<file path="src/verilog/ig_pkg.sv">
package ig_pkg;

    // ----------------------------------------
    // widths
    // ----------------------------------------
    localparam int PIX_W    = 8;
    localparam int GRAD_W   = 10;
    localparam int ADDR_W   = 16;
    localparam int CREDIT_W = 8;

    // ----------------------------------------
    // data types
    // ----------------------------------------
    // one greyscale sample
    typedef logic [PIX_W-1:0] pixel_t;

    // one gradient component, range -255 to 255
    typedef logic signed [GRAD_W-1:0] grad_comp_t;

    // gx in the upper half, gy in the lower half
    typedef logic [2*GRAD_W-1:0] grad_word_t;

    // address into image or gradient memory
    typedef logic [ADDR_W-1:0] mem_addr_t;

    // credit counters, internal and external
    typedef logic [CREDIT_W-1:0] credit_t;

    // ----------------------------------------
    // state machines
    // ----------------------------------------
    typedef enum logic [1:0] {
        FETCH_IDLE,
        FETCH_RUN,
        FETCH_END
    } fetch_state_t;

    typedef enum logic {
        WR_RUN,
        WR_DONE
    } writer_state_t;

endpackage

</file>
<file path="src/verilog/pixel_fetch.sv">
module pixel_fetch #(
    parameter int IMG_W      = 256,
    parameter int IMG_H      = 256,
    parameter int FIFO_DEPTH = 4
) (
    input  logic              clk,
    input  logic              reset,
    input  ig_pkg::pixel_t    img_di,
    input  logic              credit_return,
    output logic              img_rd,
    output ig_pkg::mem_addr_t img_addr,
    output logic              pix_valid,
    output ig_pkg::pixel_t    pix
);
    import ig_pkg::*;

    localparam mem_addr_t LAST_COL     = mem_addr_t'(IMG_W - 1);
    localparam mem_addr_t LAST_ROW     = mem_addr_t'(IMG_H - 1);
    localparam credit_t   INIT_CREDITS = credit_t'(FIFO_DEPTH);

    fetch_state_t state;
    mem_addr_t    col;
    mem_addr_t    row;
    mem_addr_t    addr;
    credit_t      credits;
    logic         producing;
    logic         issue;
    logic         last_pix;
    logic         rd_pending;

    // pixel that will finish a gradient in the core
    assign producing = (row != '0) && (col != LAST_COL);
    // producing reads stall without a credit, the others never do
    assign issue     = (state != FETCH_END) && !(producing && (credits == '0));
    assign last_pix  = (col == LAST_COL) && (row == LAST_ROW);

    // ----------------------------------------
    // raster address generator
    // ----------------------------------------
    always_ff @(posedge clk) begin
        if (reset) begin
            state  <= FETCH_IDLE;
            col    <= '0;
            row    <= '0;
            addr   <= '0;
            img_rd <= 1'b0;
        end else begin
            img_rd <= issue;
            if (issue) begin
                addr  <= addr + 1'b1;
                state <= last_pix ? FETCH_END : FETCH_RUN;
                if (col == LAST_COL) begin
                    col <= '0;
                    row <= row + 1'b1;
                end else begin
                    col <= col + 1'b1;
                end
            end
        end
    end

    always_ff @(posedge clk) begin
        if (issue) begin
            img_addr <= addr;
        end
    end

    // internal credits, one per gradient in flight
    always_ff @(posedge clk) begin
        if (reset) begin
            credits <= INIT_CREDITS;
        end else begin
            case ({issue && producing, credit_return})
                2'b10:   credits <= credits - 1'b1;
                2'b01:   credits <= credits + 1'b1;
                default: credits <= credits;
            endcase
        end
    end

    // ----------------------------------------
    // read response
    // ----------------------------------------
    always_ff @(posedge clk) begin
        if (reset) begin
            rd_pending <= 1'b0;
            pix_valid  <= 1'b0;
        end else begin
            rd_pending <= img_rd;
            pix_valid  <= rd_pending;
        end
    end

    always_ff @(posedge clk) begin
        if (rd_pending) begin
            pix <= img_di;
        end
    end

endmodule

</file>
<file path="src/verilog/gradient_core.sv">
module gradient_core #(
    parameter int IMG_W = 256,
    parameter int IMG_H = 256
) (
    input  logic               clk,
    input  logic               reset,
    input  logic               pix_valid,
    input  ig_pkg::pixel_t     pix,
    output logic               grad_valid,
    output ig_pkg::grad_word_t grad,
    output ig_pkg::mem_addr_t  grad_index
);
    import ig_pkg::*;

    localparam mem_addr_t LAST_COL = mem_addr_t'(IMG_W - 1);
    localparam mem_addr_t LAST_ROW = mem_addr_t'(IMG_H - 1);

    // line_q[k] holds the pixel k+1 positions back
    pixel_t     line_q [IMG_W];
    mem_addr_t  col;
    mem_addr_t  row;
    mem_addr_t  pix_idx;
    pixel_t     tap_up;
    pixel_t     tap_up_right;
    grad_comp_t gx;
    grad_comp_t gy;
    logic       producing;

    // ----------------------------------------
    // taps and subtractors
    // ----------------------------------------
    // arriving pixel sits below tap_up, tap_up_right is its right neighbour
    assign tap_up       = line_q[IMG_W-1];
    assign tap_up_right = line_q[IMG_W-2];

    assign gx = grad_comp_t'({2'b00, tap_up_right}) - grad_comp_t'({2'b00, tap_up});
    assign gy = grad_comp_t'({2'b00, pix}) - grad_comp_t'({2'b00, tap_up});

    assign producing = (row != '0) && (row <= LAST_ROW) && (col != LAST_COL);

    always_ff @(posedge clk) begin
        if (pix_valid) begin
            line_q[0] <= pix;
            for (int i = 1; i < IMG_W; i++) begin
                line_q[i] <= line_q[i-1];
            end
        end
    end

    // own position counters, independent of the fetcher
    always_ff @(posedge clk) begin
        if (reset) begin
            col        <= '0;
            row        <= '0;
            pix_idx    <= '0;
            grad_valid <= 1'b0;
        end else begin
            grad_valid <= pix_valid && producing;
            if (pix_valid) begin
                pix_idx <= pix_idx + 1'b1;
                if (col == LAST_COL) begin
                    col <= '0;
                    row <= row + 1'b1;
                end else begin
                    col <= col + 1'b1;
                end
            end
        end
    end

    // result belongs to the pixel one row up
    always_ff @(posedge clk) begin
        if (pix_valid) begin
            grad       <= {gx, gy};
            grad_index <= pix_idx - mem_addr_t'(IMG_W);
        end
    end

endmodule

</file>
<file path="src/verilog/grad_writer.sv">
module grad_writer #(
    parameter int IMG_W        = 256,
    parameter int IMG_H        = 256,
    parameter int FIFO_DEPTH   = 4,
    parameter int GRAD_CREDITS = 2
) (
    input  logic               clk,
    input  logic               reset,
    input  logic               grad_valid,
    input  ig_pkg::grad_word_t grad,
    input  ig_pkg::mem_addr_t  grad_index,
    input  logic               grad_credit,
    output logic               credit_return,
    output logic               grad_wr,
    output ig_pkg::mem_addr_t  grad_addr,
    output ig_pkg::grad_word_t grad_do,
    output logic               done
);
    import ig_pkg::*;

    localparam int               PTR_W        = (FIFO_DEPTH > 1) ? $clog2(FIFO_DEPTH) : 1;
    localparam logic [PTR_W-1:0] LAST_PTR     = PTR_W'(FIFO_DEPTH - 1);
    localparam mem_addr_t        LAST_WRITE   = mem_addr_t'((IMG_W - 1) * (IMG_H - 1) - 1);
    localparam credit_t          INIT_CREDITS = credit_t'(GRAD_CREDITS);

    grad_word_t       data_q [FIFO_DEPTH];
    mem_addr_t        addr_q [FIFO_DEPTH];
    logic [PTR_W-1:0] wr_ptr;
    logic [PTR_W-1:0] rd_ptr;
    credit_t          fill;
    credit_t          ext_credits;
    mem_addr_t        wr_count;
    writer_state_t    state;
    logic             fifo_empty;
    logic             pop;
    logic             fifo_pop;
    logic             push;

    // ----------------------------------------
    // queue with fall-through when empty
    // ----------------------------------------
    assign fifo_empty = (fill == '0);
    assign pop        = (state == WR_RUN) && (!fifo_empty || grad_valid) && (ext_credits != '0);
    assign fifo_pop   = pop && !fifo_empty;
    // a gradient written straight through skips the queue
    assign push       = grad_valid && !(pop && fifo_empty);

    always_ff @(posedge clk) begin
        if (push) begin
            data_q[wr_ptr] <= grad;
            addr_q[wr_ptr] <= grad_index;
        end
    end

    always_ff @(posedge clk) begin
        if (reset) begin
            wr_ptr <= '0;
            rd_ptr <= '0;
            fill   <= '0;
        end else begin
            if (push) begin
                wr_ptr <= (wr_ptr == LAST_PTR) ? '0 : wr_ptr + 1'b1;
            end
            if (fifo_pop) begin
                rd_ptr <= (rd_ptr == LAST_PTR) ? '0 : rd_ptr + 1'b1;
            end
            case ({push, fifo_pop})
                2'b10:   fill <= fill + 1'b1;
                2'b01:   fill <= fill - 1'b1;
                default: fill <= fill;
            endcase
        end
    end

    // ----------------------------------------
    // memory writes, external credits, done
    // ----------------------------------------
    always_ff @(posedge clk) begin
        if (pop) begin
            grad_do   <= fifo_empty ? grad : data_q[rd_ptr];
            grad_addr <= fifo_empty ? grad_index : addr_q[rd_ptr];
        end
    end

    always_ff @(posedge clk) begin
        if (reset) begin
            state         <= WR_RUN;
            ext_credits   <= INIT_CREDITS;
            wr_count      <= '0;
            grad_wr       <= 1'b0;
            credit_return <= 1'b0;
            done          <= 1'b0;
        end else begin
            grad_wr       <= pop;
            credit_return <= pop;
            // done follows the last write by one edge
            done          <= (state == WR_DONE);
            case ({pop, grad_credit})
                2'b10:   ext_credits <= ext_credits - 1'b1;
                2'b01:   ext_credits <= ext_credits + 1'b1;
                default: ext_credits <= ext_credits;
            endcase
            if (pop) begin
                wr_count <= wr_count + 1'b1;
                if (wr_count == LAST_WRITE) begin
                    state <= WR_DONE;
                end
            end
        end
    end

endmodule

</file>
<file path="src/verilog/ig_top.sv">
module ig_top #(
    parameter int IMG_W        = 256,
    parameter int IMG_H        = 256,
    parameter int FIFO_DEPTH   = 4,
    parameter int GRAD_CREDITS = 2
) (
    input  logic               clk,
    input  logic               reset,
    output logic               img_rd,
    output ig_pkg::mem_addr_t  img_addr,
    input  ig_pkg::pixel_t     img_di,
    output logic               grad_wr,
    output ig_pkg::mem_addr_t  grad_addr,
    output ig_pkg::grad_word_t grad_do,
    input  logic               grad_credit,
    output logic               done
);
    import ig_pkg::*;

    // fetch to core
    logic       pix_valid;
    pixel_t     pix;

    // core to writer
    logic       grad_valid;
    grad_word_t grad;
    mem_addr_t  grad_index;

    // writer back to fetch
    logic       credit_return;

    pixel_fetch #(
        .IMG_W      (IMG_W),
        .IMG_H      (IMG_H),
        .FIFO_DEPTH (FIFO_DEPTH)
    ) u_fetch (
        .clk           (clk),
        .reset         (reset),
        .img_di        (img_di),
        .credit_return (credit_return),
        .img_rd        (img_rd),
        .img_addr      (img_addr),
        .pix_valid     (pix_valid),
        .pix           (pix)
    );

    gradient_core #(
        .IMG_W (IMG_W),
        .IMG_H (IMG_H)
    ) u_core (
        .clk        (clk),
        .reset      (reset),
        .pix_valid  (pix_valid),
        .pix        (pix),
        .grad_valid (grad_valid),
        .grad       (grad),
        .grad_index (grad_index)
    );

    grad_writer #(
        .IMG_W        (IMG_W),
        .IMG_H        (IMG_H),
        .FIFO_DEPTH   (FIFO_DEPTH),
        .GRAD_CREDITS (GRAD_CREDITS)
    ) u_writer (
        .clk           (clk),
        .reset         (reset),
        .grad_valid    (grad_valid),
        .grad          (grad),
        .grad_index    (grad_index),
        .grad_credit   (grad_credit),
        .credit_return (credit_return),
        .grad_wr       (grad_wr),
        .grad_addr     (grad_addr),
        .grad_do       (grad_do),
        .done          (done)
    );

endmodule

</file>
<file path="config.mk">
export PLATFORM = sky130hd
export DESIGN_NAME = ig_top
export DESIGN_NICKNAME = d
export VERILOG_FILES = /design/src/verilog/ig_pkg.sv /design/src/verilog/pixel_fetch.sv /design/src/verilog/gradient_core.sv /design/src/verilog/grad_writer.sv /design/src/verilog/ig_top.sv
export SDC_FILE = /design/constraint.sdc
export NUM_CORES = 2
export LEC_CHECK = 0
export ABC_AREA = 1
export BUFFER_PORTS_ARGS = -buffer_cell sky130_fd_sc_hd__buf_2
export CAP_MARGIN = 20
export CORE_ASPECT_RATIO = 1.25
export CORE_MARGIN = 10
export CORE_UTILIZATION = 62
export DETAILED_ROUTE_END_ITERATION = 10
export PLACE_DENSITY = 0.78
export RECOVER_POWER = 25
export SLEW_MARGIN = 20
export SYNTH_ARGS = -nofsm -noshare
export SYNTH_HDL_FRONTEND = slang
export SYNTH_HIERARCHICAL = 1
export SYNTH_SLANG_ARGS = --single-unit
</file>
<file path="constraint.sdc">
create_clock -name clk -period 123.9 [get_ports clk]
set_input_delay 30.975 -clock clk [delete_from_list [all_inputs] [get_ports clk]]
set_output_delay 30.975 -clock clk [all_outputs]
set_load 0.03 [all_outputs]
</file>
==> metrics <==
GPL Wtd Cong 0.790; Max Transition Viols Final 0; 1st-iter DRT viols 3902; CORE AREA 128000 sq um; Die Span Y 421 um; final cell count without fillers 6217; power share of the clock group 38.4%; Netlist Area Pre-Place 79800 sq um; clk sink count 2437; CTS hold repair buffers 0; Yosys cell types 54; Metal-1 WL 56500 um; Routed WL per cell 21.3 um; Top delay family on crit path flip-flops; RR Startpoint u_fetch/pix_valid; Max VDD drop 16.2 uV; cell taking the most area after synthesis edfxtp_1; final setup vio count 0; Tcrit/Tclk final 26.4%; DRC 0; leak pwr 0.0295 uW; worst-margin pin slew 1.08 ns; unrepaired setup endpoints after global routing false; initial antenna violation count 5; Placed Instances 5830; clk slew on worst S/H paths 0.07 ns; top post-synthesis cells by area edfxtp_1 (86%), dfxtp_1 (3.8%), nor2_1 (1.9%), nand2_1 (1.7%), inv_1 (0.89%); reg2reg path depth 4; worst reg2reg endpoint u_core/line_q[0][948]; WHS 0.394 ns; outcome completed; final hold vios 0; via count 34.7k; overall global routing resource usage 18.5%; Slew Limit Headroom 27.8%; Comb pwr share 7.3%; Clock Latency Late Sink 0.83 ns; Crit Path Category register to output pin; # IOs 66; P_int 1340 uW; Setup crit end kind output pin; Arr. time, crit path 1.76 ns; crit path launch type register; Cell Pwr Density 19.5 nW/um^2; Nets 4389; Crit Path Max Fanout 2; Num CTS Buffers 204; WL met2 65000 um; worst hold path startpoint u_core/line_q[1][472]; met3 WL 7530 um; sw frac 23.2%; critical path's slowest cell dfxtp_1; Main synth FF type edfxtp_1; synth warn 6; top cell type's share of synthesized area 86.1%; CP Buf/Inv Count 1; sequential power share 54.4%; Synth Register Bits 2437; final wirelength 132000 um; Syn Inst Count 4089; fin util 69.5%; first-pass GRT wire length 207000 um; R2R Setup Slk 119.37 ns; Initial Util 62.2%; Final min period 32.74 ns; worst min-delay path category register to register; worst endpoint required time 92.92 ns; syn nets 4153; Final TNS setup 0 ns; Die W 341 um; Place WS 90.93 ns; max cap viols 0; setup ws final 91.16 ns; number of synthesized flops with an enable pin 2286; Post-synth ARST share 0%; maximum level of the CTS H-tree 4; fmax 30.5 MHz; slowest stage delay, CP 0.64 ns; layout cell share with drive strength beyond 1 10.1%; CTS tree done; Die ar. 143000 sq um; Setup Buffers After CTS 0; fillers 7447; Via density 5.58; Hold Path Depth 0; post-CTS sizing 0; Worst Skew 0.0290 ns; Clock Path Buffers 3; TritonRoute pass-1 iters 6; Routed Antenna Nets 0; Area Growth Syn to Fin 11.8%; Psw 403 uW; sequential fraction of the synthesis area 89.9%; Syn Area/Cell 19.5 sq um; standard-cell row count 147; post-DP HPWL 56800 um; WHS Endpoint u_core/line_q[1][480]; I/O Buffers 65; vias in the first global route 34.3k; cells along the critical path buf_2; largest net degree at the start of global routing 223; Top Metal Used met4; CTS root buffer clkbuf_16; GRT overflow 0
-- cells in the final DEF, fill, tap and decap left out, types with 6 or more instances in the layout --
cell and count:
edfxtp_1 2286, nor2_1 399, nand2_1 368, clkbuf_16 206
inv_1 189, dfxtp_1 148, o21ai_0 121, nand3_1 120
a21oi_1 106, buf_2 64, ha_1 49, xor2_1 44
clkinv_1 42, clkinv_2 38, a31oi_1 37, clkbuf_1 34
nand4_1 32, bufinv_16 29, buf_4 21, nor3_1 16
clkinvlp_4 15, xnor2_1 14, nor2_2 13, inv_6 8
nand3b_1 7, nor2_4 6
-- flip-flops by register name, indices dropped and copies added, names as in the netlist, 18 cells and up, named ones only --
signal,cells
u_core/grad,18
u_core/line_q,2048
u_writer/addr_q,64
u_writer/data_q,80
u_writer/grad_do,20
-- final cells by class --
cell class	count	area, sq um	share of cell area (%)
sequential	2437	71700	80.4
antenna	1	2.50	0.00281
tap	1713	2140	2.40
multi-input combinational	1388	7000	7.85
timing repair buffer	95	658	0.738
clock buffer	244	5340	5.99
inverter	199	751	0.842
clock inverter	140	1560	1.75
-- how the worst max path moves through the flow --
stage / startpoint / to / cells after the start
after floorplan: u_fetch/pix_valid / u_core/col[10] / 6
after global placement: reset / register / 5
after detailed placement: reset / u_writer/rd_ptr[1] / 5
after CTS: u_writer/grad_wr / grad_wr / 1
after global routing: u_writer/grad_wr / grad_wr / 1
final: u_writer/grad_wr / grad_wr / 1
-- per-stage QoR --
step / total power [uW] / area [sq um]
2_1_floorplan: 1100 / 79800
3_3_place_gp: 1080 / 82200
3_5_place_dp: 1080 / 82200
4_1_cts: 1750 / 89100
5_1_grt: 1800 / 89100
6_report: 1740 / 89100
-- kinds of logic after synthesis --
family                   count (synthesis)  synth area share, %
flip-flops                            2437                 89.9
AND/OR/NAND/NOR                        985                 5.26
adder cells (fa/ha/maj)                 53                0.869
XOR/XNOR                                58                0.637
buffers and inverters                  264                 1.38
AO/OA/AOI/OAI                          292                 1.99
-- per-layer routing --
| metal | GRT usage [%] | vias to the layer above |
|---|---|---|
| met5 | 0 | - |
| li1 | - | 15700 |
| met3 | 3.24 | 249 |
| met2 | 28.8 | 1302 |
| met4 | 5.83 | 0 |
| met1 | 27.1 | 17500 |
-- worst register-to-register path: stages, from the launching register on --
cell	delay, ns
dfxtp_4	0.81
buf_4	0.94
buf_4	0.81
buf_6	0.76
buf_6	0.75
-- cell usage after synthesis (all sizes together) (16+ instances only) --
master and number:
inv 196, a21oi 107, a31oi 37, clkbuf 33
edfxtp 2286, nand3 122, o21ai 128, buf 30
ha 49, nor3 16, nand2 376, dfxtp 151
nand4 34, xor2 44, nor2 420
-- power groups by stage --
stage,registers [uW],clock network (uW),logic [uW]
floorplan,1030,0,71.7
global placement,961,0,114
detailed placement,962,0,119
CTS,946,683,125
global route,948,712,139
finish,946,667,126
No activity file was read; power rests on OpenSTA's default activity.
